File: src/verilog/pdp8Pkg.sv
`default_nettype none

package pdp8Pkg;

  // Word and address sizes
  localparam int wordWidth = 12;
  localparam int addrWidth = 12;

  // Full 4K field of core
  localparam int memDepth = 2 ** addrWidth;

  // Memory-reference instruction fields
  localparam int pageOffsetWidth = 7;
  // I bit selects one level of indirection
  localparam int indirectBit = 8;
  // Z/C bit, clear means page zero
  localparam int pageBit = 7;

  // Operate instruction group selection
  localparam int oprGroupBit = 8;
  // Low bit set with bit 8 set means group 3 (MQ)
  localparam int group3Bit = 0;
  // HLT bit of group 2
  localparam int haltCode = 1;

  // One machine word, also used for addresses
  typedef logic [wordWidth-1:0] word;

  // Major opcode, IR bits 11..9
  typedef enum logic [2:0] {
    opAnd = 3'o0,
    opTad = 3'o1,
    opIsz = 3'o2,
    opDca = 3'o3,
    opJms = 3'o4,
    opJmp = 3'o5,
    opIot = 3'o6,
    opOpr = 3'o7
  } opcode;

  // Major states of the sequencer
  typedef enum logic [3:0] {
    stHalted    = 4'd0,
    stFetch     = 4'd1,
    stDecode    = 4'd2,
    stDefer     = 4'd3,
    stDeferWait = 4'd4,
    stExecRead  = 4'd5,
    stExecWait  = 4'd6,
    stExecWrite = 4'd7,
    stOperate   = 4'd8
  } majorState;

endpackage

`default_nettype wire
File: src/verilog/majorSequencer.sv
`timescale 1ns/1ps
`default_nettype none

module majorSequencer
  import pdp8Pkg::*;
(
  input  wire                 SYSCLK,
  input  wire                 reset,
  input  wire                 run,
  input  wire                 halt,
  input  wire pdp8Pkg::opcode opcode,
  input  wire                 indirect,
  input  wire                 haltReq,
  output majorState           state,
  output logic                halted,
  output logic                instDone
);

  majorState nextState;
  majorState boundary;
  logic haltPending;
  logic lastState;

  // Final state of each instruction
  always_comb begin
    case (state)
      stExecRead:  lastState = (opcode == opJmp);
      // ISZ still has its write to do
      stOperate:   lastState = (opcode != opIsz);
      stExecWrite: lastState = 1'b1;
      default:     lastState = 1'b0;
    endcase
  end

  // Stop at the boundary on a panel halt or an HLT instruction
  assign boundary = (haltPending || halt || haltReq) ? stHalted : stFetch;

  always_comb begin
    nextState = state;
    case (state)
      stHalted:    if (run) nextState = stFetch;
      stFetch:     nextState = stDecode;
      stDecode: begin
        // IOT executes as a no-op through the operate state
        if (opcode == opOpr || opcode == opIot) begin
          nextState = stOperate;
        end else if (indirect) begin
          nextState = stDefer;
        end else begin
          nextState = stExecRead;
        end
      end
      stDefer:     nextState = stDeferWait;
      stDeferWait: nextState = stExecRead;
      stExecRead: begin
        if (lastState) begin
          nextState = boundary;
        end else if (opcode == opDca || opcode == opJms) begin
          nextState = stExecWrite;
        end else begin
          nextState = stExecWait;
        end
      end
      // Operand on the bus, ALU step follows
      stExecWait:  nextState = stOperate;
      stOperate:   nextState = lastState ? boundary : stExecWrite;
      stExecWrite: nextState = boundary;
      default:     nextState = stHalted;
    endcase
  end

  always_ff @(posedge SYSCLK) begin
    if (reset) begin
      state <= stHalted;
      haltPending <= 1'b0;
    end else begin
      state <= nextState;
      // Pending halt is consumed once stopped
      if (state == stHalted) begin
        haltPending <= 1'b0;
      end else if (halt) begin
        haltPending <= 1'b1;
      end
    end
  end

  assign halted = (state == stHalted);
  assign instDone = lastState;

endmodule

`default_nettype wire

File: config.mk
export PLATFORM = sky130hd
export DESIGN_NAME = majorSequencer
export DESIGN_NICKNAME = d
export VERILOG_FILES = /design/src/verilog/pdp8Pkg.sv /design/src/verilog/majorSequencer.sv
export SDC_FILE = /design/constraint.sdc
export NUM_CORES = 1
export LEC_CHECK = 0
export ABC_AREA = 1
export BUFFER_PORTS_ARGS = -buffer_cell sky130_fd_sc_hd__buf_2
export CORE_AREA = 2 2 39 41
export DETAILED_ROUTE_END_ITERATION = 12
export DIE_AREA = 0 0 41 43
export GPL_TIMING_DRIVEN = 0
export SLEW_MARGIN = 20
export SYNTH_ARGS = -nofsm -noshare
export SYNTH_HDL_FRONTEND = slang
export SYNTH_SLANG_ARGS = --single-unit
File: constraint.sdc
create_clock -name SYSCLK -period 1.4 [get_ports SYSCLK]
set_clock_uncertainty 0.1 [all_clocks]
set_input_delay 0.07 -clock SYSCLK [delete_from_list [all_inputs] [get_ports SYSCLK]]
set_output_delay 0.07 -clock SYSCLK [all_outputs]
set_load 0.005 [all_outputs]
==> After elaboration in Yosys (flattened, before gate mapping) <==
Index checks and enable logic that the tools add are counted.
{ "word_totals": {"reg_bits": 5, "in_bits": 9, "out_inout_bits": 6, "word_cells": 32} }
{ "classes": {"eq_ne": 15, "muxes": 9, "n_reduce_logical": 6} }
{ "op_table": {"columns": ["cell", "count"], "rows": [
  ["case mux 4 bit (9 select lines)", 1],
  ["equality test 4 x 3 -> 1 bit (second input constant)", 4],
  ["equality test 3 bit (second input constant)", 4],
  ["two-way mux 3 bit", 3],
  ["equality test 4 x 2 -> 1 bit (second input constant)", 2],
  ["two-way mux 4 bit", 2],
  ["equality test 4 x 1 -> 1 bit (second input constant)", 1],
  ["equality test 4 bit (second input constant)", 1],
  ["logical NOT 4 bit", 1],
  ["logical OR 1 bit", 4],
  ["equality test 3 x 2 -> 1 bit (second input constant)", 1],
  ["inequality test 3 x 2 -> 1 bit (second input constant)", 1],
  ["case mux 1 bit (3 select lines)", 1],
  ["two-way mux 1 bit", 2],
  ["inequality test 2 bit (second input constant)", 1],
  ["OR reduction 2 bit", 1]
]} }

==> Logic depth before layout (Yosys ltp) <==
Gate-level depths: netlist (run 1).
{ "depth": {"depth_word": 5, "ltp_mapped": 9, "mapped_depth_nobuf": 9} }

==> Worst setup path before layout (run 1) <==
Ideal clock, no wire load.
{ "synth_path": {"kind": "reg2reg", "startpoint": "register state[0]", "endpoint": "register state[1]", "setup_ns": 0.121, "t_arrival_ns": 1.001, "t_required_ns": 1.179, "setup_slack_ns": 0.178, "stages_incl_launch_ff": 7, "n_path_buf": 0, "period_less_slack_ns": 1.222, "cell_sequence": "dfxtp_1 -> nor2_1 -> nand2_1 -> nor2_1 -> inv_1 -> o21ai_2 -> a21oi_1"} }
{ "synth_via": {"word_cells_on_any_way": 14, "classes_between": "eq/ne (9); mux (4); reduce/logical (1)"} }
{ "synth_rtl": {"columns": ["element", "line_no", "source"], "rows": [
  ["from (decl)", "majorSequencer.sv:14", "output majorState state,"],
  ["from (signal assigned)", "majorSequencer.sv:74", "state <= stHalted;"],
  ["from (signal assigned)", "majorSequencer.sv:77", "state <= nextState;"],
  ["logical NOT 4 bit (*)", null, null],
  ["net halted", "majorSequencer.sv:15", "output logic halted,"],
  ["case mux 4 bit (9 select lines) or inequality test 2 bit (tied branches)", null, null]
]} }
Mark *: on every way through the listed nets, which the timed path passes. The rest lies on a longest branch.
A chain may end at the register's enable or synchronous reset.

==> Final worst setup path (run 1) <==
{ "layout_path": {"startpoint": "register state[2]", "endpoint": "output port instDone"} }
{ "layout_via": {"elab_chain_len": 2, "word_cells_on_any_way": 4, "classes_between": "eq/ne (3); mux (1)"} }
{ "layout_lines": {"columns": ["element", "line_no", "source"], "rows": [
  ["equality test 4 x 3 -> 1 bit or equality test 4 bit (tied branches)", "majorSequencer.sv:26", "case (state)"],
  ["case mux 1 bit (3 select lines) (*)", "majorSequencer.sv:26", null],
  ["to (decl)", "majorSequencer.sv:16", "output logic instDone"]
]} }
Every way passes the cells marked *; elsewhere a longest branch is shown, timed or not.

==> impl_metrics.toml, run 1 <==
[status]
outcome = "completed"

[critical_path]
endpoint_kind = "output pin"
cp.arrival_ps = 1170
worstPathMaxFanout = 6
crit_type = "reg2out"
startpoint_type = "register"
crit_required_ps = 1230

[yosys]
avgSynthCellArea_um2 = 5.73
synth_seq_area_share_pct = 27.3
synth_top_area_cell = "dfxtp_1"
synth_compound_area_share_pct = 19.5
synth_cell_type_count = 15
ys.warnings.count = 0
netlist_area_um2 = 367
postSynthCellCount = 64
synthDominantCellAreaShare_pct = 27.3
yosys.area_share.adder_pct = 0
syn_nets = 73
synth_xor_area_share_pct = 0
synthSimpleGateAreaFrac_pct = 43.0
ys_ff_latch = 5
synth_top_family_by_area = "simple AND/OR/NAND/NOR gates"
synth.mux.area_fraction_pct = 0
ys_top_cells_by_area = "dfxtp_1 (27%), nand2_1 (18%), nor2_1 (11%)"

[clock_tree]
clk_pin_slew_ps = 50
clock_path_buffers = 2
cts_made_buffers = 3
cts_tree = "done"
htreeDepth = 1
clock_sinks = 5
root_buffer = "clkbuf_4"
insertion_delay_ps = 250

[layout]
final_cells = 99
fin_util_pct = 38.2
nets = 93
antennaDiodeCount = 0
drive_above_1_share_pct = 39.8
area_delta_synth_final_pct = 44.0

[timing]
max_freq_mhz = 748
slew_viol_final = 0
tns_ps = 0
finalHoldViolCount = 0
slew_headroom_pct = 87.2
period_needed_ps = 1340
timing.final.crit_share_pct = 95.5
tightest_slew_ps = 192
setup_ws_ps = 62.7
setup_viol = 0

[grt]
gr-total-overflow = 0
grt_pass1_vias = 384
antenna_found_initial = 0
grt_max_degree = 8
grt_usage_pct = 12.4
grt_pass1_wl_mm = 1.53

[detailed_routing]
wirelength_mm = 1.02
route.vias.total = 466
viasPerCell = 4.71
drtAntennaViolNets = 0
drc_errors = 0
drt-wirelength-per-cell_um = 10.3
drtIter0Drc = 8
dr.pass1.iters = 4

[power_and_ir_drop]
power_density_nw_per_um2 = 1110
power.share.clock_pct = 30.5
swShare_pct = 37.8
ir_drop_mv = 0.387
leakagePower_nw = 0.279
p_comb_share_pct = 35.0
seqPwrFrac_pct = 34.5
p_int_mw = 0.363
switchingPower_mw = 0.221

[floorplan]
fp.dieH_um = 43
fp.dieW_um = 41
initial_core_util_pct = 26.5
rows = 14
die_area_um2 = 1760
core_area_um2 = 1380
ios = 15

[placed_design]
place.port_buffers = 14
dpl.cell_count = 94
gp_congestion = 0.753
post-place-ws_ps = 112
hpwl_um = 770

[hold_path]
hold_path.class = "in2reg"

[flow_run]
cap_violations = 0
==> cell usage in the layout (no fill, tap or decap) <==
cell / netlist / final
buf_2: 0 / 14
nor2_1: 11 / 9
o211a_1: 1 / 1
dfxtp_4: 0 / 2
dfxtp_2: 0 / 2
inv_1: 9 / 8
inv_2: 1 / 2
o21ai_0: 3 / 3
nand2_2: 0 / 4
clkbuf_4: 0 / 3
o21ai_2: 1 / 1
dfxtp_1: 5 / 1
a31oi_1: 1 / 1
dlygate4sd3_1: 0 / 1
a21oi_2: 1 / 1
a211oi_1: 1 / 1
nand4_1: 2 / 2
nor2_2: 1 / 2
nand3_1: 6 / 5
clkbuf_1: 0 / 1
nand2_1: 18 / 14
nand3_2: 0 / 1
a21oi_1: 3 / 3
nor2_4: 0 / 1
==> power by group through the flow <==
stage	sequential, mW	clock [mW]	combinational, mW
6_report	0.202	0.178	0.204
3_5_place_dp	0.192	0	0.184
4_1_cts	0.193	0.171	0.190
3_3_place_gp	0.191	0	0.182
2_1_floorplan	0.187	0	0.121
5_1_grt	0.204	0.190	0.236
==> synthesized netlist by cell type, drive strengths merged <==
| master | n |
|---|---|
| a211oi | 1 |
| a21oi | 4 |
| a31oi | 1 |
| dfxtp | 5 |
| inv | 10 |
| nand2 | 18 |
| nand3 | 6 |
| nand4 | 2 |
| nor2 | 12 |
| o211a | 1 |
| o21ai | 4 |
==> path summary, 6_finish.rpt <==
path | from | slack (ps) | to | depth (start not counted)
min | run | 20 | state[0] | 3
max | state[2] | 60 | instDone | 6
max reg2reg | state[1] | 150 | state[1] | 6
min reg2reg | haltPending | 450 | haltPending | 4
==> stage by stage <==
step / cell area [um^2] / power (mW) / hold slack, ps
after global routing: 528 / 0.630 / 40.4
after detailed placement: 457 / 0.376 / 185
final: 528 / 0.584 / 15.4
after floorplan: 367 / 0.309 / 39.1
after CTS: 498 / 0.554 / 1.07
after global placement: 457 / 0.373 / 183
==> kinds of logic (layout without fill, tap and decap cells) <==
family / Yosys count / after routing
simple gates: 38 / 38
compound gates: 11 / 11
buf+inv: 10 / 29
flops: 5 / 5
==> sequential cells by signal (all words and copies together) (netlist names) <==
| name | count |
|---|---|
| state | 4 |
| haltPending | 1 |
==> metal layers <==
metal | GRT usage, % | part of all wire [%] | vias to the layer above
met2 | 18.4 | 50 | 11
li1 | - | - | 246
met1 | 16.9 | 45 | 209
met4 | 2.00 | 0 | 0
met3 | 4.71 | 4.8 | 0
met5 | 0 | 0 | -
==> final cells by class <==
type | instances | area, um^2
Fill cell | 156 | 856
Multi-Input combinational cell | 49 | 254
Sequential cell | 5 | 110
Timing Repair Buffer | 15 | 80.1
Inverter | 10 | 37.5
Clock buffer | 4 | 26.3
Tap cell | 16 | 20.0
==> critical path, cell delays in order, from the launching register on <==
cell	delay, ps
dfxtp_2	350
inv_1	130
nand2_2	80
nor2_2	120
nand2_2	70
nand3_2	60
buf_2	120
==> repair_timing <==
action / in CTS / in global routing
resized for setup: 3 / 12
setup buffers: 0 / 0
hold endpoints to repair: 2 / 0
pin swaps: 0 / 4
hold buffers: 1 / 0
endpoints found under the setup margin: 1 / 1
gates cloned: 0 / 0
Power figures use the tool's default switching activity.
==> inputs of run 2 (changes only) <==
--- a/config.mk
+++ b/config.mk
@@ -11,6 +11,8 @@
 export DETAILED_ROUTE_END_ITERATION = 12
 export DIE_AREA = 0 0 41 43
 export GPL_TIMING_DRIVEN = 0
+export HOLD_SLACK_MARGIN = 0.02
+export SETUP_SLACK_MARGIN = 0.5
 export SLEW_MARGIN = 20
 export SYNTH_ARGS = -nofsm -noshare
 export SYNTH_HDL_FRONTEND = slang
==> impl_metrics.toml, run 2 (synthesized netlist as in run 1, its figures left out) <==
[status]
outcome = "finished, violations left"
violations = "hold timing"

[clock_tree]
cts_made_buffers = 3
htreeDepth = 1
cts_tree = "done"
root_buffer = "clkbuf_4"
ctsHoldBuffers = 1
clk_pin_slew_ps = 50
clock_path_buffers = 2
clock_sinks = 5
insertion_delay_ps = 240

[hold_path]
hp-start = "reset"
hold_path.class = "in2reg"
whs_path_depth = 4
min_to = "state[0]"

[floorplan]
fp.dieH_um = 43
rows = 14
fp.dieW_um = 41
core_area_um2 = 1380
initial_core_util_pct = 26.5
ios = 15
die_area_um2 = 1760

[power_and_ir_drop]
power_mw = 0.712
power_density_nw_per_um2 = 1070
ir_drop_mv = 0.486
leakagePower_nw = 0.324

[flow_run]
cap_violations = 0

[critical_path]
crit_required_ps = 1230
r2r_start = "state[2]"
worstPathMaxFanout = 4
endpoint_kind = "output pin"
r2r-end = "state[2]"
cp.arrival_ps = 1150
crit_type = "reg2out"
ff2ff_setup_slack_ps = 140
startpoint_type = "register"
rr_worst_depth = 6

[timing]
tns_ps = 0
timing.final.crit_share_pct = 94.0
slew_viol_final = 0
tightest_slew_ps = 184
hold_ws_ps = -4.25
rsz0062_at_grt = "yes"
period_needed_ps = 1320
max_freq_mhz = 760
finalHoldViolCount = 1
slew_headroom_pct = 87.7
setup_viol = 0

[layout]
seq_area_um2 = 115
layout_commonest_cell = "nand2_1"
nFillCells = 128
antennaDiodeCount = 0
final_cell_mix = "nand2_1 (13), buf_2 (12), nor2_1 (6), inv_1 (6)"
largest_register_ff_count = 4
area_delta_synth_final_pct = 80.9
multiInputGateArea_um2 = 305
drive_above_1_share_pct = 55.6
reg_top3 = "state: 4 flops, haltPending: 1 flops"
fin_util_pct = 47.9
regMostFlops = "state"
final_cells = 106
nets = 100

[detailed_routing]
viasPerCell = 4.95
dr.pass1.iters = 4
drtAntennaViolNets = 0
route.vias.total = 525
wirelength_mm = 1.28
drc_errors = 0
drtIter0Drc = 10
drt-wirelength-per-cell_um = 12.1

[grt]
grt_pass1_wl_mm = 1.90
grt_pass1_vias = 507
grt_usage_pct = 15.5
antenna_found_initial = 0
grt_max_degree = 6
gr-total-overflow = 0

[placed_design]
gp_congestion = 0.788
dpl.cell_count = 94
hpwl_um = 745
place.port_buffers = 14
## run 2: cell count changes in the layout (fill, tap and decap cells not counted), sizes merged
cell / previous run / this run
buf: 14 / 21
## run 2: worst max-delay path, stage by stage (launching register included)
cell and delay (ps):
dfxtp_4 360, nor2_4 110, nand2_2 60, nor2_1 100, nand2_1 90, nand3_2 70
buf_2 110
## run 2: how the worst max path moves through the flow
stage	from	to	slack, ps	cells past startpoint
global placement	state[0]	state[0]	190	8
floorplan	state[3]	state[0]	270	9
global route	state[1]	instDone	20	6
finish	state[1]	instDone	80	6
CTS	state[1]	instDone	90	6
detailed placement	state[3]	state[0]	180	9
## run 2: area by class of cell
| cell class | count | area share, % |
|---|---|---|
| multi-input cells | 49 | 46.0 |
| inverters | 10 | 6.04 |
| flip-flops and latches | 5 | 17.4 |
| clock buffers | 4 | 3.96 |
| well taps | 16 | 3.02 |
| repair buffers | 22 | 23.6 |
## run 2: layer usage
layer,up-vias,GRT usage (%),part of all wire (%)
li1,259,-,-
met5,-,0,0
met2,13,25.3,55
met3,0,7.33,3.1
met1,253,16.3,42
met4,0,6.00,0
## run 2: repair_timing
item,CTS,global route
endpoints found under the hold margin,4,2
setup buffers,7,0
resized for setup,19,7
setup endpoints to repair,11,11
pin swaps,8,5
## run 2: per-stage QoR
| stage | setup slack, ps | instance area, um^2 |
|---|---|---|
| floorplan | 272 | 394 |
| global placement | 190 | 484 |
| detailed placement | 176 | 484 |
| CTS | 87.8 | 633 |
| global route | 19.8 | 663 |
| finish | 83.9 | 663 |
## run 2: power by group
part | total (mW) | internal, mW | switching [mW]
registers | 0.196 | 0.168 | 0.0287
logic | 0.344 | 0.160 | 0.185
clock network | 0.171 | 0.108 | 0.0634
total | 0.712 | 0.435 | 0.277
