<file path="src/verilog/pdp8Pkg.sv">
`default_nettype none

package pdp8Pkg;

  // Word and address sizes
  localparam int wordWidth = 12;
  localparam int addrWidth = 12;

  // Full 4K field of core
  localparam int memDepth = 2 ** addrWidth;

  // Memory-reference instruction fields
  localparam int pageOffsetWidth = 7;
  // I bit selects one level of indirection
  localparam int indirectBit = 8;
  // Z/C bit, clear means page zero
  localparam int pageBit = 7;

  // Operate instruction group selection
  localparam int oprGroupBit = 8;
  // Low bit set with bit 8 set means group 3 (MQ)
  localparam int group3Bit = 0;
  // HLT bit of group 2
  localparam int haltCode = 1;

  // One machine word, also used for addresses
  typedef logic [wordWidth-1:0] word;

  // Major opcode, IR bits 11..9
  typedef enum logic [2:0] {
    opAnd = 3'o0,
    opTad = 3'o1,
    opIsz = 3'o2,
    opDca = 3'o3,
    opJms = 3'o4,
    opJmp = 3'o5,
    opIot = 3'o6,
    opOpr = 3'o7
  } opcode;

  // Major states of the sequencer
  typedef enum logic [3:0] {
    stHalted    = 4'd0,
    stFetch     = 4'd1,
    stDecode    = 4'd2,
    stDefer     = 4'd3,
    stDeferWait = 4'd4,
    stExecRead  = 4'd5,
    stExecWait  = 4'd6,
    stExecWrite = 4'd7,
    stOperate   = 4'd8
  } majorState;

endpackage

`default_nettype wire
</file>
<file path="src/verilog/operateUnit.sv">
`timescale 1ns/1ps
`default_nettype none

module operateUnit
  import pdp8Pkg::*;
(
  input  wire            SYSCLK,
  input  wire            reset,
  input  wire majorState state,
  input  wire word       instWord,
  input  wire word       acc,
  input  wire            link,
  output word            acNext,
  output logic           linkNext,
  output logic           skip,
  output logic           haltReq,
  output word            mq
);

  logic isOpr;
  logic group1;
  logic group2;
  logic group3;

  // Group 1 pipeline, one stage per event time
  word g1Ac1;
  word g1Ac2;
  logic g1Link1;
  logic g1Link2;
  logic [wordWidth:0] g1Sum;
  logic g1Link3;
  logic [wordWidth:0] g1Rot;

  // Group 2 skip test
  logic g2Cond;
  logic g2Skip;
  word g2Ac;

  // Group 3 MQ paths
  word g3Ac1;
  word g3Ac;

  assign isOpr = (opcode'(instWord[wordWidth-1 -: 3]) == opOpr);
  assign group1 = isOpr && !instWord[oprGroupBit];
  assign group2 = isOpr && instWord[oprGroupBit] && !instWord[group3Bit];
  assign group3 = isOpr && instWord[oprGroupBit] && instWord[group3Bit];

  // CLA and CLL
  assign g1Ac1 = instWord[7] ? '0 : acc;
  assign g1Link1 = instWord[6] ? 1'b0 : link;
  // CMA and CML
  assign g1Ac2 = instWord[5] ? ~g1Ac1 : g1Ac1;
  assign g1Link2 = instWord[4] ? ~g1Link1 : g1Link1;
  // IAC, carry out flips the link
  assign g1Sum = {1'b0, g1Ac2} + {{wordWidth{1'b0}}, instWord[0]};
  assign g1Link3 = g1Link2 ^ g1Sum[wordWidth];

  // Rotates work on the 13-bit link:AC
  always_comb begin
    case (instWord[3:1])
      3'b100:  g1Rot = {g1Sum[0], g1Link3, g1Sum[wordWidth-1:1]};
      3'b101:  g1Rot = {g1Sum[1:0], g1Link3, g1Sum[wordWidth-1:2]};
      3'b010:  g1Rot = {g1Sum[wordWidth-1:0], g1Link3};
      3'b011:  g1Rot = {g1Sum[wordWidth-2:0], g1Link3, g1Sum[wordWidth-1]};
      // BSW swaps the 6-bit halves
      3'b001:  g1Rot = {g1Link3, g1Sum[5:0], g1Sum[wordWidth-1:6]};
      default: g1Rot = {g1Link3, g1Sum[wordWidth-1:0]};
    endcase
  end

  // SMA, SZA, SNL ORed together
  assign g2Cond = (instWord[6] && acc[wordWidth-1])
               || (instWord[5] && (acc == '0))
               || (instWord[4] && link);
  // Bit 3 turns it into SPA, SNA, SZL ANDed
  assign g2Skip = instWord[3] ? !g2Cond : g2Cond;
  // CLA after the test, OSR contributes nothing
  assign g2Ac = instWord[7] ? '0 : acc;

  // CLA first, then MQA and MQL
  assign g3Ac1 = instWord[7] ? '0 : acc;
  always_comb begin
    if (instWord[4]) begin
      g3Ac = instWord[6] ? mq : '0;
    end else begin
      g3Ac = instWord[6] ? (g3Ac1 | mq) : g3Ac1;
    end
  end

  always_comb begin
    acNext = acc;
    linkNext = link;
    if (group1) begin
      acNext = g1Rot[wordWidth-1:0];
      linkNext = g1Rot[wordWidth];
    end else if (group2) begin
      acNext = g2Ac;
    end else if (group3) begin
      acNext = g3Ac;
    end
  end

  assign skip = group2 && g2Skip;
  assign haltReq = group2 && instWord[haltCode];

  // MQ takes the cleared-or-kept AC on MQL
  always_ff @(posedge SYSCLK) begin
    if (reset) begin
      mq <= '0;
    end else if (state == stOperate && group3 && instWord[4]) begin
      mq <= g3Ac1;
    end
  end

endmodule

`default_nettype wire

</file>
<file path="config.mk">
export PLATFORM = sky130hd
export DESIGN_NAME = operateUnit
export DESIGN_NICKNAME = d
export VERILOG_FILES = /design/src/verilog/pdp8Pkg.sv /design/src/verilog/operateUnit.sv
export SDC_FILE = /design/constraint.sdc
export NUM_CORES = 1
export LEC_CHECK = 0
export BUFFER_PORTS_ARGS = -buffer_cell sky130_fd_sc_hd__buf_4
export CORE_MARGIN = 10
export CORE_UTILIZATION = 49
export CTS_BUF_LIST = sky130_fd_sc_hd__clkbuf_2
export CTS_CLUSTER_DIAMETER = 40
export DETAILED_ROUTE_END_ITERATION = 8
export PLACE_DENSITY = 0.82
export SYNTH_ARGS = -nofsm -noshare
export SYNTH_HDL_FRONTEND = slang
export SYNTH_SLANG_ARGS = --single-unit
export TNS_END_PERCENT = 10
</file>
<file path="constraint.sdc">
create_clock -name SYSCLK -period 2.9 [get_ports SYSCLK]
set_input_delay 0 -clock SYSCLK [delete_from_list [all_inputs] [get_ports SYSCLK]]
set_output_delay 0 -clock SYSCLK [all_outputs]
set_load 0.1 [all_outputs]
</file>
After elaboration in Yosys (flattened, before gate mapping)
Index checks and enable logic that the tools add are counted.
{ "op_classes": {"add_sub_neg": 1, "mul": 0, "n_div": 0, "n_lt_le_gt_ge": 0, "eq_ne": 7, "shifts": 0, "n_mux": 13, "n_bitwise": 4, "reduce_logical": 17} }
{ "ops": {"columns": ["cell", "n"], "rows": [
  ["12-bit two-way mux", 8],
  ["13-bit one-hot mux with 5 select lines", 1],
  ["12-bit by 1-bit adder with 13-bit output", 1],
  ["12-bit logical NOT", 1],
  ["12-bit NOT", 1],
  ["12-bit bitwise OR", 1],
  ["1-bit logical AND", 11],
  ["3-bit == test (second input constant)", 3],
  ["3-bit by 2-bit == test with 1-bit output (second input constant)", 2],
  ["4-bit == test (second input constant)", 1],
  ["1-bit two-way mux", 4],
  ["3-bit by 1-bit == test with 1-bit output (second input constant)", 1],
  ["1-bit logical NOT", 3],
  ["1-bit logical OR", 2],
  ["1-bit NOT", 1],
  ["1-bit XOR", 1]
]} }
{ "totals": {"reg_bits": 12, "latch_bits": 0, "ramBits": 0, "mem_bits_ro": 0, "input_bits": 31, "output_inout_bits": 27, "wordCells": 43, "memories": 0} }

Logic depth before layout (Yosys ltp)
{ "logic_depth": {"word_depth": 7, "ltp_mapped": 14, "ltp_nobuf": 11} }

Worst setup path after synthesis
Ideal clock, no wire load.
{ "synth_timing": {"path_type": "input to output", "from": "in instWord[5]", "to": "out acNext[6]", "arrival_time_ns": 4.502, "required_time_ns": 2.900, "path_slack_ns": -1.602, "stages": 12, "n_path_buf": 4, "path_cell_list": "buf_6 > buf_2 > buf_2 > xnor2_1 > ha_1 > ha_1 > clkbuf_1 > o211ai_1 > a211o_1 > xnor2_1 > a21oi_1 > a221oi_1"} }
{ "synth_between": {"elab_chain_len": 4} }
{ "synth_rtl": {"columns": ["item", "line_no", "text"], "rows": [
  ["start: declaration", "operateUnit.sv:10", "input wire word instWord,"],
  ["12-bit two-way mux", "operateUnit.sv:52", "assign g1Ac2 = instWord[5] ? ~g1Ac1 : g1Ac1;"],
  ["12-bit by 1-bit adder with 13-bit output", "operateUnit.sv:55", "assign g1Sum = {1'b0, g1Ac2} + {{wordWidth{1'b0}}, instWord[0]};"],
  ["13-bit one-hot mux with 5 select lines", "operateUnit.sv:60", "case (instWord[3:1])"],
  ["12-bit two-way mux", "operateUnit.sv:93", "if (group1) begin"],
  ["end: declaration", "operateUnit.sv:13", "output word acNext,"]
]} }
Every way passes these cells.

Worst setup path in the final report
{ "layout_timing": {"from": "in instWord[7]", "to": "out acNext[10]"} }
{ "layout_between": {"elab_chain_len": 7, "elab_cells_between_ends": 12, "classes_between": "add/sub: 1; mux: 8; bitwise: 3"} }
{ "layout_rtl": {"columns": ["item", "line_no"], "rows": [
  ["12-bit two-way mux *", "operateUnit.sv:49, operateUnit.sv:78, operateUnit.sv:81"],
  ["12-bit NOT or 12-bit bitwise OR (tied branches)", "operateUnit.sv:52, operateUnit.sv:86"],
  ["12-bit two-way mux, on equally long branches", "operateUnit.sv:52, operateUnit.sv:86"],
  ["12-bit by 1-bit adder with 13-bit output or 12-bit two-way mux (tied branches)", "operateUnit.sv:55, operateUnit.sv:83"],
  ["1-bit XOR or 12-bit two-way mux (tied branches)", "operateUnit.sv:56, operateUnit.sv:98"],
  ["13-bit one-hot mux with 5 select lines or 12-bit two-way mux (tied branches)", "operateUnit.sv:60, operateUnit.sv:96"],
  ["12-bit two-way mux *", "operateUnit.sv:93"]
]} }
Mark *: on every way between the ends. The rest lies on a longest branch, timed or not.

==> metrics.txt <==
# TYPE chip_impl_metric gauge
chip_impl_metric{name="cts.clk_slew.worst_paths",unit="ps"} 150
chip_impl_metric{name="ant_nets",unit=""} 0
chip_impl_metric{name="cts-buffers-inserted",unit=""} 3
chip_impl_metric{name="synthCells",unit=""} 302
chip_impl_metric{name="die_h",unit="um"} 86.1
chip_impl_info{name="endpoint_kind",value="output port"} 1
chip_impl_metric{name="largest_net_degree_at_the_start_of_global_routing",unit=""} 34
chip_impl_metric{name="floorplan.initialDensity",unit="%"} 52.0
chip_impl_metric{name="dieArea",unit="um^2"} 7410
chip_impl_metric{name="finalInstanceArea",unit="um^2"} 2770
chip_impl_info{name="yosys-top-cells-area",value="dfxtp_1 (11%), a21oi_1 (6.8%), a221oi_1 (5.7%)"} 1
chip_impl_metric{name="post-place-cells",unit=""} 398
chip_impl_metric{name="timing_worst_slew_pin_value",unit="ps"} 762
chip_impl_info{name="setup.worst_path.start",value="instWord[7]"} 1
chip_impl_metric{name="n_fill_cell",unit=""} 365
chip_impl_metric{name="fin_nets",unit=""} 387
chip_impl_metric{name="die_width",unit="um"} 86.1
chip_impl_metric{name="grt.met1_usage",unit="%"} 27.6
chip_impl_info{name="library_cell_with_the_largest_summed_area_after_synthesis",value="dfxtp_1"} 1
chip_impl_metric{name="comb_power_share",unit="%"} 66.8
chip_impl_metric{name="internal_power",unit="mW"} 0.365
chip_impl_metric{name="final_wirelength",unit="um"} 8620
chip_impl_metric{name="power_frac_seq",unit="%"} 21.1
chip_impl_info{name="reg_top3",value="mq: 12 flops"} 1
chip_impl_metric{name="fin_crit",unit="ps"} 2700
chip_impl_metric{name="grt_use_met2",unit="%"} 33.9
chip_impl_metric{name="place_area",unit="um^2"} 2740
chip_impl_info{name="worst_r2r_startpoint",value="mq[7]"} 1
chip_impl_metric{name="ios",unit=""} 58
chip_impl_metric{name="post-synth-top-area-fraction",unit="%"} 11.2
chip_impl_metric{name="globalRouteMet3Util",unit="%"} 6.72
chip_impl_metric{name="gp_congestion",unit=""} 0.953
chip_impl_info{name="crit_type",value="primary input to output port"} 1
chip_impl_info{name="setup_repair_after_global_routing_missed_its_margin",value="no"} 1
chip_impl_metric{name="cts_htree_levels",unit=""} 1
chip_impl_metric{name="wire_per_inst",unit="um"} 21.4
chip_impl_metric{name="p_sw_share",unit="%"} 53.3
chip_impl_metric{name="multi_input_area",unit="um^2"} 1880
chip_impl_metric{name="detail_route.vias_per_cell",unit=""} 7.02
chip_impl_metric{name="max_freq",unit="MHz"} 370
chip_impl_metric{name="synthToLayoutAreaGrowth",unit="%"} 29.5
chip_impl_metric{name="worst-endpoint-arrival",unit="ps"} 2700
chip_impl_metric{name="worst_skew_pair.late_latency",unit="ps"} 290
chip_impl_metric{name="slew_violations",unit=""} 0
chip_impl_info{name="run_status",value="complete, no violations"} 1
chip_impl_metric{name="synth.yosys.seq_area_share",unit="%"} 11.2
chip_impl_metric{name="grt_antenna_before_repair",unit=""} 0
chip_impl_metric{name="drv.max_cap_violation_count",unit=""} 0
chip_impl_metric{name="synth_nets",unit=""} 335
chip_impl_metric{name="grt_pass1_vias",unit=""} 2684
chip_impl_metric{name="clock_tree.buffer_depth",unit=""} 2
chip_impl_info{name="hold_start",value="instWord[7]"} 1
chip_impl_metric{name="sequential_cell_area",unit="um^2"} 240
chip_impl_metric{name="syn-mean-instance-area",unit="um^2"} 7.08
chip_impl_metric{name="final_layout_size_suffix_gt1_share",unit="%"} 28.0
chip_impl_metric{name="synth-edff-count",unit=""} 0
chip_impl_metric{name="core_outline_area",unit="um^2"} 4120
chip_impl_metric{name="path_max_fanout",unit=""} 12
chip_impl_info{name="clockRootBuffer",value="clkbuf_2"} 1
chip_impl_info{name="worstHoldPathType",value="primary input to register"} 1
chip_impl_metric{name="synth_cell_types",unit=""} 63
chip_impl_metric{name="post_cts.repair.setup_buffers",unit=""} 0
chip_impl_info{name="dominantRegCellSynth",value="dfxtp_1"} 1
chip_impl_metric{name="post-route-worst-setup-slack",unit="ps"} 201
chip_impl_info{name="critical_path.startpoint_type",value="primary input"} 1
chip_impl_info{name="registers.top_by_ff_count",value="mq"} 1
chip_impl_metric{name="endpoints_failing_setup",unit=""} 0
chip_impl_metric{name="drc",unit=""} 0
chip_impl_metric{name="final_cells",unit=""} 403
chip_impl_metric{name="synth.yosys.warnings",unit=""} 0
chip_impl_metric{name="antennaDiodeCount",unit=""} 0
chip_impl_metric{name="vias",unit=""} 2828
chip_impl_metric{name="final.hold.worst_slack",unit="ps"} 145
chip_impl_metric{name="tritoncts_num_sinks",unit=""} 12
chip_impl_metric{name="power.share.clock",unit="%"} 12.1
chip_impl_metric{name="place.port_buffers",unit=""} 57
chip_impl_metric{name="synth.cell_area",unit="um^2"} 2140
chip_impl_metric{name="final-hold-violation-count",unit=""} 0
chip_impl_metric{name="timing.max_slew.rel_slack",unit="%"} 49.0
chip_impl_metric{name="gr-usage-all-layers",unit="%"} 21.9
chip_impl_metric{name="synthArstFlopShare",unit="%"} 0
chip_impl_metric{name="leakagePower",unit="nW"} 1.12
chip_impl_metric{name="hpwlAfterDp",unit="um"} 6560
chip_impl_metric{name="1st_iter_drt_viols",unit=""} 348
chip_impl_metric{name="grt_overflow",unit=""} 0
chip_impl_metric{name="vdd_drop_max",unit="mV"} 0.215
chip_impl_metric{name="cp.required",unit="ps"} 2900
chip_impl_metric{name="final.period_utilization",unit="%"} 93.1
chip_impl_metric{name="fin_worst_skew",unit="ps"} 0
chip_impl_info{name="busiest_layer",value="met2"} 1
chip_impl_metric{name="switchingPower",unit="mW"} 0.417
chip_impl_info{name="cts_tree",value="yes"} 1
chip_impl_metric{name="dp_worst_setup_slack",unit="ps"} 287
chip_impl_metric{name="number_of_resized_instances_in_the_post_cts_repair_step",unit=""} 0
chip_impl_metric{name="ys_ff_latch",unit=""} 12
chip_impl_metric{name="rows",unit=""} 23
chip_impl_metric{name="power_per_cell_area",unit="nW/um^2"} 282
chip_impl_metric{name="drt_pass1_iterations",unit=""} 6
chip_impl_metric{name="largest_register_ffs",unit=""} 12
chip_impl_metric{name="grt_first_pass_wirelength",unit="um"} 13600
## placed cells by master (no fill, tap or decap), types with 7 or more instances in the layout
| cell type | count |
|---|---|
| nand3_1 | 7 |
| o21ai_0 | 19 |
| nor2_1 | 31 |
| dfxtp_1 | 12 |
| buf_4 | 70 |
| mux2i_1 | 10 |
| a21oi_1 | 24 |
| xnor2_1 | 13 |
| nand2_1 | 17 |
| inv_1 | 8 |
| nor2b_1 | 9 |
| a221oi_1 | 12 |
## power groups by stage
stage | logic [mW] | clock network [mW] | registers, mW
after global placement | 0.511 | 0 | 0.169
after detailed placement | 0.508 | 0 | 0.169
final | 0.522 | 0.0950 | 0.165
after global routing | 0.548 | 0.110 | 0.165
after floorplan | 0.361 | 0 | 0.169
after CTS | 0.511 | 0.0938 | 0.165
## layer usage
layer	vias to the layer above	routed length [um]
li1	1253	-
met1	1324	3510
met2	219	3790
met3	32	1050
met4	0	266
met5	-	0
## what timing repair did
item                                    CTS  global route
endpoints found under the setup margin    0             0
endpoints found under the hold margin    12             0
hold buffers                              1             0
## cells by family (layout without fill, tap and decap cells)
logic type | Yosys count | after routing | synth area share, %
multiplexers | 10 | 10 | 4.68
adder cells (fa/ha/maj) | 2 | 2 | 1.17
buffers and inverters | 34 | 85 | 7.13
flip-flops | 12 | 12 | 11.2
AND/OR/NAND/NOR | 99 | 99 | 25.2
XOR/XNOR | 21 | 21 | 9.82
AO/OA/AOI/OAI | 124 | 124 | 40.8
## layout make-up
cell class,count,area share [%]
clock inverter,1,0.136
inverter,10,1.36
sequential,12,8.67
tap,50,2.26
clock buffer,3,0.542
timing repair buffer,71,19.3
multi-input combinational,256,67.7
## per-stage QoR
step                      power, mW  utilization [%]  setup TNS, ps
after floorplan               0.530                -          -2400
after global placement        0.680             66.6              0
after detailed placement      0.677             66.6              0
after CTS                     0.770             67.3              0
after global routing          0.823             67.3              0
final                         0.782             67.3              0
## worst max-delay path: stages
cell      delay [ps]
buf_4            150
nand2b_1         170
xnor2_1          160
ha_1             210
ha_1             230
o211ai_1         140
a211o_1          410
a21oi_2          140
xnor2_1          270
a22oi_1          220
a32oi_4          270
buf_4            320
## final timing paths
| check | endpoint | slack (ps) | depth (start not counted) |
|---|---|---|---|
| worst max register to register | mq[7] | 2210 | 2 |
| worst min register to register | mq[3] | 550 | 2 |
| worst min-delay path | mq[11] | 150 | 4 |
| worst max-delay path | acNext[10] | 200 | 12 |
## synth_stat cells, types with 2 or more instances
cell type  count
nor2_1        31
a21oi_1       29
o21ai_0       19
nand2_1       17
a221oi_1      14
xnor2_1       13
clkbuf_1      12
dfxtp_1       12
mux2i_1       10
nor2b_1        9
inv_1          8
buf_2          7
nand3_1        7
a22oi_1        6
nand2b_1       6
nor3_1         6
o211ai_1       6
xor2_1         6
a221o_1        5
a31oi_1        5
o221ai_1       5
a32oi_1        4
o31ai_1        4
a211oi_2       3
and3_1         3
nand4_1        3
nor4b_1        3
o21a_1         3
o21ai_1        3
o21bai_1       3
a211oi_1       2
and2_1         2
and2b_1        2
buf_4          2
clkinv_1       2
ha_1           2
o22ai_1        2
(Power assumes the default switching activity.)
