### src/verilog/pdp8Pkg.sv
`default_nettype none

package pdp8Pkg;

  // Word and address sizes
  localparam int wordWidth = 12;
  localparam int addrWidth = 12;

  // Full 4K field of core
  localparam int memDepth = 2 ** addrWidth;

  // Memory-reference instruction fields
  localparam int pageOffsetWidth = 7;
  // I bit selects one level of indirection
  localparam int indirectBit = 8;
  // Z/C bit, clear means page zero
  localparam int pageBit = 7;

  // Operate instruction group selection
  localparam int oprGroupBit = 8;
  // Low bit set with bit 8 set means group 3 (MQ)
  localparam int group3Bit = 0;
  // HLT bit of group 2
  localparam int haltCode = 1;

  // One machine word, also used for addresses
  typedef logic [wordWidth-1:0] word;

  // Major opcode, IR bits 11..9
  typedef enum logic [2:0] {
    opAnd = 3'o0,
    opTad = 3'o1,
    opIsz = 3'o2,
    opDca = 3'o3,
    opJms = 3'o4,
    opJmp = 3'o5,
    opIot = 3'o6,
    opOpr = 3'o7
  } opcode;

  // Major states of the sequencer
  typedef enum logic [3:0] {
    stHalted    = 4'd0,
    stFetch     = 4'd1,
    stDecode    = 4'd2,
    stDefer     = 4'd3,
    stDeferWait = 4'd4,
    stExecRead  = 4'd5,
    stExecWait  = 4'd6,
    stExecWrite = 4'd7,
    stOperate   = 4'd8
  } majorState;

endpackage

`default_nettype wire
### src/verilog/instRegister.sv
`timescale 1ns/1ps
`default_nettype none

module instRegister
  import pdp8Pkg::*;
(
  input  wire            SYSCLK,
  input  wire            reset,
  input  wire majorState state,
  input  wire word       pc,
  input  wire word       rdData,
  output pdp8Pkg::opcode opcode,
  output logic           indirect,
  output word            effectiveAddr,
  output word            instWord
);

  // Instruction register and the address it came from
  word ir;
  word instAddr;
  // Pointer word fetched during defer
  word pointer;
  logic deferred;
  // Page part of the direct address
  logic [addrWidth-pageOffsetWidth-1:0] page;
  word directAddr;

  always_ff @(posedge SYSCLK) begin
    if (reset) begin
      ir <= '0;
      instAddr <= '0;
      deferred <= 1'b0;
    end else begin
      // PC still points at the instruction during fetch
      if (state == stFetch) begin
        instAddr <= pc;
      end
      if (state == stDecode) begin
        ir <= rdData;
        deferred <= 1'b0;
      end
      // Pointer replaces the direct address from here on
      if (state == stDeferWait) begin
        deferred <= 1'b1;
      end
    end
  end

  always_ff @(posedge SYSCLK) begin
    if (state == stDeferWait) begin
      pointer <= rdData;
    end
  end

  // Page zero or the page the instruction sits in
  assign page = ir[pageBit] ? instAddr[addrWidth-1:pageOffsetWidth] : '0;
  assign directAddr = {page, ir[pageOffsetWidth-1:0]};
  // Locations 0010-0017 are plain pointers here
  assign effectiveAddr = deferred ? pointer : directAddr;

  // During decode the word is still on the memory bus, look ahead for dispatch
  assign opcode = pdp8Pkg::opcode'((state == stDecode) ? rdData[wordWidth-1 -: 3]
                                                       : ir[wordWidth-1 -: 3]);
  assign indirect = (state == stDecode) ? rdData[indirectBit] : ir[indirectBit];
  assign instWord = ir;

endmodule

`default_nettype wire

### config.mk
export PLATFORM = sky130hd
export DESIGN_NAME = instRegister
export DESIGN_NICKNAME = d
export VERILOG_FILES = /design/src/verilog/pdp8Pkg.sv /design/src/verilog/instRegister.sv
export SDC_FILE = /design/constraint.sdc
export NUM_CORES = 1
export LEC_CHECK = 0
export ABC_AREA = 1
export BUFFER_PORTS_ARGS = -buffer_cell sky130_fd_sc_hd__buf_2
export CAP_MARGIN = 15
export CORE_ASPECT_RATIO = 1.1
export CORE_MARGIN = 2
export CORE_UTILIZATION = 40
export DETAILED_ROUTE_END_ITERATION = 6
export PLACE_DENSITY = 0.71
export SLEW_MARGIN = 20
export SYNTH_ARGS = -nofsm -noshare
export SYNTH_HDL_FRONTEND = slang
export SYNTH_SLANG_ARGS = --single-unit
### constraint.sdc
create_clock -name SYSCLK -period 1.27 [get_ports SYSCLK]
set_input_delay 0.254 -clock SYSCLK [delete_from_list [all_inputs] [get_ports SYSCLK]]
set_output_delay 0.254 -clock SYSCLK [all_outputs]
set_load 0.02 [all_outputs]
* Word level (Yosys, flattened, before mapping)
Index checks and enable logic that the tools add are counted.
** Operators by class
- Eq/ne operators :: 3
- Muxes and demuxes :: 6
- Reduce and logical (&&, ||, !) cells :: 1
** Operators by type and width (count)
- 12-bit two-way mux :: 1
- 5-bit two-way mux :: 1
- 4-bit by 1-bit == test with 1-bit output, second input constant :: 1
- 4-bit by 2-bit == test with 1-bit output, second input constant :: 1
- 4-bit by 3-bit == test with 1-bit output, second input constant :: 1
- 1-bit two-way mux :: 3
- 3-bit two-way mux :: 1
- 2-bit nonzero test :: 1
** Storage, ports and cells
- Output and inout bits :: 28
- Register bits after elaboration :: 37
- Input bits :: 30

* Logic depth before layout (Yosys ltp)
Gate-level depths: netlist of the first run.
- Depth after elaboration :: 3
- Mapped depth :: 6
- Gate-level depth less buffers :: 5

* Worst setup path before layout of the first run
Ideal clock, no wire load.
- Path kind :: register to output
- From :: register deferred
- To :: output effectiveAddr[10]
- Data arrival time :: 0.921 ns
- Path slack :: 0.095 ns
- Required time :: 1.016 ns
- Buffers on the path :: 1
- Stages on the path, launching flop included :: 5
- Cell sequence :: dfxtp_1 inv_1 clkbuf_1 nand3_1 nand2_1
** Between the ends
- Longest elaborated chain between the ends :: 1
** Ends and longest elaborated chain
- start, declared :: RTL line instRegister.sv:23 : logic deferred;
- start signal, assigned :: RTL line instRegister.sv:32 : deferred <= 1'b0;
- start signal, assigned :: RTL line instRegister.sv:40 : deferred <= 1'b0;
- start signal, assigned :: RTL line instRegister.sv:44 : deferred <= 1'b1;
- 12-bit two-way mux :: RTL line instRegister.sv:59 : assign effectiveAddr = deferred ? pointer : directAddr;
- end, declared :: RTL line instRegister.sv:14 : output word effectiveAddr,
No other way between the ends.

* Worst setup path after layout of the first run
- From :: register deferred
- To :: output effectiveAddr[9]
The elaborated chain is that of the path after synthesis.

==> results of run 1 <==
## final cells by class
type	instances	area [sq um]	area share
repair inverters	1	7.51	0.00430
flip-flops and latches	30	726	0.416
repair buffers	62	385	0.221
multi-input cells	100	484	0.277
inverters	4	18.8	0.0108
well taps	34	42.5	0.0244
clock buffers	6	51.3	0.0294
clock inverters	1	30.0	0.0172
## worst min path at each step
stage              start                   end  cells after the start
6_report       rdData[2]  pointer[2]$_DFFE_PN_                      1
3_3_place_gp   rdData[4]  pointer[4]$_DFFE_PN_                      1
4_1_cts        rdData[2]  pointer[2]$_DFFE_PN_                      1
5_1_grt        rdData[5]  pointer[5]$_DFFE_PN_                      1
3_5_place_dp   rdData[2]  pointer[2]$_DFFE_PN_                      1
2_1_floorplan  rdData[0]  pointer[0]$_DFFE_PN_                      0
## routing by layer
metal | track usage | part of all wire
met1 | 0.188 | 0.40
met2 | 0.312 | 0.53
met3 | 0.0476 | 0.060
met4 | 0.0963 | 0.0089
met5 | 0 | 0
## Yosys cell counts
cell type  count  share of area
dfxtp_1       18           0.29
inv_1          3         0.0092
buf_4          2          0.012
nor2_4         2          0.018
nor2_1         1         0.0031
nand2_1       54           0.17
edfxtp_1      12           0.29
a21oi_1       18          0.074
clkbuf_1       3         0.0092
nand3_1       23          0.094
nor2_2         1         0.0051
nand2_2        1         0.0051
buf_6          1         0.0092
buf_2          1         0.0041
inv_2          1         0.0031
## cells by family after synthesis
group / count (synthesis) / share of synthesized area
buffers and inverters: 11 / 0.0470
flip-flops: 30 / 0.588
AND/OR/NAND/NOR: 82 / 0.291
AO/OA/AOI/OAI: 18 / 0.0735
## flip-flops by register name, summed over array words and instances (netlist names)
signal    cells
deferred      1
instAddr      5
instWord     12
pointer      12
## power groups by stage
stage | clock (uW) | sequential, uW | combinational [uW]
after floorplan | 0 | 1070 | 93.9
after global placement | 0 | 1060 | 188
after detailed placement | 0 | 1060 | 192
after CTS | 771 | 1040 | 195
after global routing | 810 | 1040 | 245
final | 756 | 1040 | 223
## timing repair
action,CTS,global route
setup buffers,0,4
cloned,1,0
setup endpoints to repair,15,17
resized for setup,6,19
pin swaps,0,7
## critical path: stages, from the launching register on
cell        delay, ps
dfxtp_4           390
clkinvlp_4        140
nand3_1            90
nand2_1            60
buf_2             160
## stage by stage
stage                     TNS, ps  hold WS [ps]  std cells
final                       -1360           120        238
after global routing        -2350           104        238
after CTS                   -1610           112        234
after detailed placement    -45.9           449        226
after global placement      -29.1           449        226
after floorplan                 0           353        141
==> results.cfg, run 1 <==
[status]
status = finished, violations left
violations = setup timing

[cells_and_area]
final_layout_size_suffix_gt1_frac = 0.426
nets = 234
postLayoutCellArea_sq_um = 1750
fill_cells = 274
synthToLayoutAreaGrowth_pct = 42.5
antenna_cells = 0
final_cell_mix = nand2_1 (49), buf_2 (46), nand3_1 (19), a21oi_1 (18), dfxtp_1 (16)
final_common_cell = nand2_1
post-route-util = 0.583

[clock_network]
ctsHoldBuffers = 0
clock-sinks = 30
htreeDepth = 2
numCtsBuffers = 5
cts_tree = yes
clk_pin_slew_ps = 90
cts_root_buffer = clkbuf_4
worstSkewPairLatency_ps = 310
clk_path_buf_depth = 2

[drt]
wl_per_cell_um = 11.8
wl_um = 2800
route.vias.total = 1152
viasPerCell = 4.84
first_pass_iters = 5
antenna_left = 0
first_iter_violations = 23
drcViolationCount = 0

[place]
pre_cts_slack_ps = -23.1
port_buffers = 50
gp_congestion = 0.785
dp_hpwl_um = 2050
dpl_cell_area_sq_um = 1540

[synthesis]
ys_types = 15
synth_warnings = 0
syn_inst = 141
synth_seq_cells = 30
yosysSeqAreaShare = 0.588
synth_nets = 171
syn-cell-area_sq_um = 1220
avgSynthCellArea_sq_um = 8.69

[sta]
relSlewSlack = 0.780
tightestPinTransition_ps = 330
setup_ws_ps = -130
min_period_over_period = 1.10
setup_viol = 12
rsz0062_at_grt = yes
fin_crit_ps = 1400
skew_ps = 0
fmax_mhz = 714
finalHoldViolCount = 0
maxSlewViolCount = 0

[setup_path]
cp-end-kind = output pin
timing.rr.start = deferred$_SDFFE_PP0P_
crit_end = effectiveAddr[9]
regToRegSetupSlack_ps = 470
path_class = flop to output pin
startpoint_type = flop
required_ps = 1020
reg2reg_depth = 3
crit_fanout = 6
crit_start = deferred$_SDFFE_PP0P_
arrival_ps = 1150
r2r-end = deferred$_SDFFE_PP0P_

[power]
clock_power_share = 0.375
ir_drop_mv = 0.926
p_total_uw = 2010
p_switching_uw = 439
swShare = 0.218
p_comb_frac = 0.110
power_leakage_uw = 0.000822
p_int_uw = 1580
cellPowerDensity_nw_per_um2 = 1150
pwr-share-seq = 0.515

[min_path]
hp-class = input pin to flop

[global_routing]
grt_pass1_vias = 1066
overflow = 0
grt_max_degree = 19
grt_usage = 0.173
grt_pass1_wl_um = 4550
antenna_found_initial = 0

[die]
core_area_sq_um = 3000
rows = 21
die_height_um = 62.0
die_w_um = 56.8
io_pins = 58
start_util = 0.409
dieArea_sq_um = 3520

[flow_run]
cap_violations = 0
No activity file was read; power rests on OpenSTA's default activity.
==> run 2: changes to the inputs <==
--- a/config.mk
+++ b/config.mk
@@ -13,6 +13,7 @@
 export CORE_UTILIZATION = 40
 export DETAILED_ROUTE_END_ITERATION = 6
 export PLACE_DENSITY = 0.71
+export SKIP_LAST_GASP = 1
 export SLEW_MARGIN = 20
 export SYNTH_ARGS = -nofsm -noshare
 export SYNTH_HDL_FRONTEND = slang
==> run 2 against run 1 <==
  * The run still ends with setup timing left
  * Utilization decreased by 0.084 points
  * Combinational power barely moved
  * Non-clock buffer count unchanged
  * Cell count did not move
  * Register-to-register slack barely moved
==> results.cfg, run 2 (synthesized netlist as in run 1, its figures left out) <==
[status]
status = finished, violations left
violations = setup timing

[min_path]
whs_path_depth = 1
hold_end = pointer[2]$_DFFE_PN_
hp-class = input pin to flop
hold_start = rdData[2]

[power]
p_comb_frac = 0.110
clock_power_share = 0.375
p_switching_uw = 439
p_int_uw = 1580
ir_drop_mv = 0.926
p_total_uw = 2010
pwr-share-seq = 0.515
swShare = 0.218
power_leakage_uw = 0.000822
cellPowerDensity_nw_per_um2 = 1160

[flow_run]
cap_violations = 0

[place]
port_buffers = 50
dp_hpwl_um = 2050
gp_congestion = 0.785

[setup_path]
reg2reg_depth = 3
timing.rr.start = deferred$_SDFFE_PP0P_
cp_slowest_cell = dfxtp_4
slowest_delay_ps = 390
regToRegSetupSlack_ps = 470
cp-end-kind = output pin
arrival_ps = 1150
crit_fanout = 6
cp_cell_sequence = clkinvlp_4 > nand3_1 > nand2_1 > buf_2
r2r-end = deferred$_SDFFE_PP0P_
crit_start = deferred$_SDFFE_PP0P_
startpoint_type = flop
path_class = flop to output pin
required_ps = 1020

[cells_and_area]
final_cell_mix = nand2_1 (50), buf_2 (46), nand3_1 (19), a21oi_1 (18), dfxtp_1 (16)
nets = 234
final_layout_size_suffix_gt1_frac = 0.422
post-route-util = 0.582
antenna_cells = 0
synthToLayoutAreaGrowth_pct = 42.3
final_common_cell = nand2_1

[clock_network]
numCtsBuffers = 5
clock-sinks = 30
cts_tree = yes
worstSkewPairLatency_ps = 310
cts_root_buffer = clkbuf_4
ctsHoldBuffers = 0
htreeDepth = 2
clk_path_buf_depth = 2
clk_pin_slew_ps = 90

[sta]
setup_ws_ps = -130
fmax_mhz = 714
relSlewSlack = 0.780
finalHoldViolCount = 0
setup_viol = 12
min_period_over_period = 1.10
maxSlewViolCount = 0
fin_crit_ps = 1400
skew_ps = 0
rsz0062_at_grt = yes
tightestPinTransition_ps = 330

[drt]
antenna_left = 0
first_iter_violations = 23
viasPerCell = 4.84
route.vias.total = 1152
drcViolationCount = 0
wl_um = 2800
first_pass_iters = 5
wl_per_cell_um = 11.8

[global_routing]
grt_max_degree = 19
overflow = 0
use_met2 = 0.312
grt_pass1_vias = 1066
grtUsageMet3 = 0.0476
use_met1 = 0.188
grt_pass1_wl_um = 4550
antenna_found_initial = 0
grt_busiest_layer = met2
grt_usage = 0.173

[die]
die_w_um = 56.8
io_pins = 58
core_area_sq_um = 3000
start_util = 0.409
die_height_um = 62.0
rows = 21
dieArea_sq_um = 3520
-- run 2: changes by cell type in the layout (fill, tap and decap cells not counted) --
cell	before	now
nand2_1	49	50
nand2_2	5	4
-- run 2: through the flow --
step	area (sq um)	hold WS [ps]	setup slack (ps)	setup TNS [ps]	std cells
detailed placement	1540	449	-23.1	-45.9	226
floorplan	1220	353	95.0	0	141
global placement	1540	449	-9.86	-29.1	226
CTS	1640	112	-148	-1610	234
global route	1740	104	-207	-2350	238
finish	1740	120	-130	-1360	238
-- run 2: metal layers --
layer / wire (um) / up-vias
met3: 166 / 2
met4: 25 / 0
met5: 0 / -
met1: 1120 / 522
met2: 1490 / 33
li1: - / 595
-- run 2: critical path: cells and delay by family, from the launching register on --
kind	cells	cell delay, ps
flops	1	390
buf+inv	2	300
simple gates	2	150
-- run 2: final cells by class --
cell class	instances	area, sq um
multi-input cells	100	482
repair inverters	1	7.51
flip-flops and latches	30	726
repair buffers	62	385
clock inverters	1	30.0
fillers	275	1250
inverters	4	18.8
well taps	34	42.5
clock buffers	6	51.3
-- run 2: worst max path at each step --
stage                             end  slack (ps)  depth (start not counted)
floorplan           effectiveAddr[10]          90                          4
global placement            opcode[0]         -10                          6
detailed placement          opcode[2]         -20                          6
CTS                 effectiveAddr[11]        -150                          4
global route         effectiveAddr[5]        -210                          4
finish               effectiveAddr[9]        -130                          4
-- run 2: repair_timing --
item | in CTS | in global routing
setup endpoints to repair | 15 | 17
cloned | 1 | 0
resized for setup | 6 | 18
buffers inserted | 0 | 4
pin swaps | 0 | 7
-- run 2: power groups by stage --
stage / combinational (uW) / sequential, uW / clock (uW)
5_1_grt: 245 / 1040 / 810
3_5_place_dp: 192 / 1060 / 0
3_3_place_gp: 188 / 1060 / 0
6_report: 222 / 1040 / 756
2_1_floorplan: 93.9 / 1070 / 0
4_1_cts: 195 / 1040 / 771
==> run 3: changes to the inputs <==
--- a/config.mk
+++ b/config.mk
@@ -8,11 +8,13 @@
 export ABC_AREA = 1
 export BUFFER_PORTS_ARGS = -buffer_cell sky130_fd_sc_hd__buf_2
 export CAP_MARGIN = 15
+export CELL_PAD_IN_SITES_DETAIL_PLACEMENT = 1
+export CELL_PAD_IN_SITES_GLOBAL_PLACEMENT = 2
 export CORE_ASPECT_RATIO = 1.1
 export CORE_MARGIN = 2
-export CORE_UTILIZATION = 40
+export CORE_UTILIZATION = 25
 export DETAILED_ROUTE_END_ITERATION = 6
-export PLACE_DENSITY = 0.71
+export PLACE_DENSITY_LB_ADDON = 0.1
 export SKIP_LAST_GASP = 1
 export SLEW_MARGIN = 20
 export SYNTH_ARGS = -nofsm -noshare
==> run 3 against run 2 <==
  * The run still ends with setup timing left
  * Non-clock buffer count rose by 7
  * Cell area rose by 10%
  * Global-route usage fell by 2.9 points
  * Combinational power rose by 14%
  * Highest routed layer unchanged
==> results.cfg, run 3 (synthesized netlist as in run 1, its figures left out) <==
[drt]
drcViolationCount = 0
route.vias.total = 1217
first_iter_violations = 38
wl_um = 3620
antenna_left = 0
viasPerCell = 4.56
wl_per_cell_um = 13.6
first_pass_iters = 4

[sta]
setup_ws_ps = -46.2
tightestPinTransition_ps = 381
finalHoldViolCount = 0
fin_crit_ps = 1320
setup_viol = 12
fmax_mhz = 760
relSlewSlack = 0.746
rsz0062_at_grt = yes
skew_ps = 0
min_period_over_period = 1.04
maxSlewViolCount = 0

[status]
violations = setup timing
status = finished, violations left

[min_path]
hold_start = rdData[5]
hp-class = input pin to flop

[global_routing]
antenna_found_initial = 0
grt_pass1_vias = 1262
grt_max_degree = 19
grt_pass1_wl_um = 6200
overflow = 0
grt_usage = 0.144

[power]
p_total_uw = 2050
p_int_uw = 1580
p_comb_frac = 0.123
ir_drop_mv = 0.653
power_leakage_uw = 0.000862
p_switching_uw = 469
cellPowerDensity_nw_per_um2 = 1070
pwr-share-seq = 0.507
swShare = 0.229
clock_power_share = 0.370

[cells_and_area]
antenna_cells = 0
nets = 240
fin_cells = 267
synthToLayoutAreaGrowth_pct = 56.8
final_layout_size_suffix_gt1_frac = 0.479
post-route-util = 0.410
final_cell_mix = nand2_1 (43), buf_2 (34), buf_6 (20), a21oi_1 (18)
final_common_cell = nand2_1
postLayoutCellArea_sq_um = 1920

[setup_path]
regToRegSetupSlack_ps = 550
arrival_ps = 1060
crit_fanout = 5
timing.rr.start = deferred$_SDFFE_PP0P_
reg2reg_depth = 3
required_ps = 1020
crit_start = deferred$_SDFFE_PP0P_
crit_end = effectiveAddr[11]
startpoint_type = flop
path_class = flop to output pin
cp-end-kind = output pin
r2r-end = deferred$_SDFFE_PP0P_

[clock_network]
cts_root_buffer = clkbuf_8
clk_pin_slew_ps = 60
clock-sinks = 30
htreeDepth = 2
cts_tree = yes
clk_path_buf_depth = 2
numCtsBuffers = 5
worstSkewPairLatency_ps = 270

[die]
io_pins = 58
dieArea_sq_um = 5480
rows = 26
die_w_um = 70.7
core_area_sq_um = 4680
start_util = 0.261
die_height_um = 77.4

[place]
gp_congestion = 0.695
dp_hpwl_um = 2790
port_buffers = 50
dpl_cell_area_sq_um = 1620
dpl.cell_count = 256

[flow_run]
cap_violations = 0
-- run 3: timing repair --
action / 4_1_cts / 5_1_grt
endpoints found under the setup margin: 15 / 16
hold endpoints to repair: 0 / 0
setup buffers: 0 / 3
pin swaps: 5 / 8
hold buffers: 0 / 0
gates resized for setup: 42 / 16
-- run 3: cell type report --
| cell class | instances | area (sq um) |
|---|---|---|
| fill | 569 | 2760 |
| sequential | 30 | 723 |
| timing repair buffer | 69 | 508 |
| multi-input combinational | 100 | 514 |
| tap | 56 | 70.1 |
| inverter | 4 | 15.0 |
| clock buffer | 8 | 90.1 |
-- run 3: how the worst min path moves through the flow --
stage	to	slack (ps)	cells past startpoint
6_report	pointer[5]$_DFFE_PN_	170	1
5_1_grt	pointer[5]$_DFFE_PN_	150	1
4_1_cts	pointer[1]$_DFFE_PN_	160	1
3_5_place_dp	pointer[1]$_DFFE_PN_	450	1
3_3_place_gp	pointer[3]$_DFFE_PN_	450	1
2_1_floorplan	pointer[0]$_DFFE_PN_	350	0
-- run 3: per-layer routing --
metal  GRT usage  wire length (um)  up-vias
li1            -                 -      606
met1       0.172              1530      580
met2       0.250              1920       29
met3      0.0442               152        2
met4      0.0340                22        0
met5           0                 0        -
-- run 3: worst max-delay path, stage by stage, from the launching register on --
cell and delay [ps]:
dfxtp_2 330, inv_2 60, buf_6 120, nand3_2 60
nand2_1 100, buf_6 120
-- run 3: power groups by stage --
stage	combinational, uW	clock (uW)	sequential, uW
CTS	237	800	1040
finish	252	759	1040
global placement	210	0	1060
detailed placement	215	0	1060
floorplan	93.9	0	1070
global route	277	852	1040
-- run 3: per-stage QoR --
| step | hold WS (ps) | setup WS (ps) | TNS, ps |
|---|---|---|---|
| global placement | 450 | 24.4 | 0 |
| CTS | 164 | -44.4 | -469 |
| detailed placement | 451 | -33.2 | -43.0 |
| finish | 173 | -46.2 | -288 |
| floorplan | 353 | 95.0 | 0 |
| global route | 152 | -108 | -1100 |
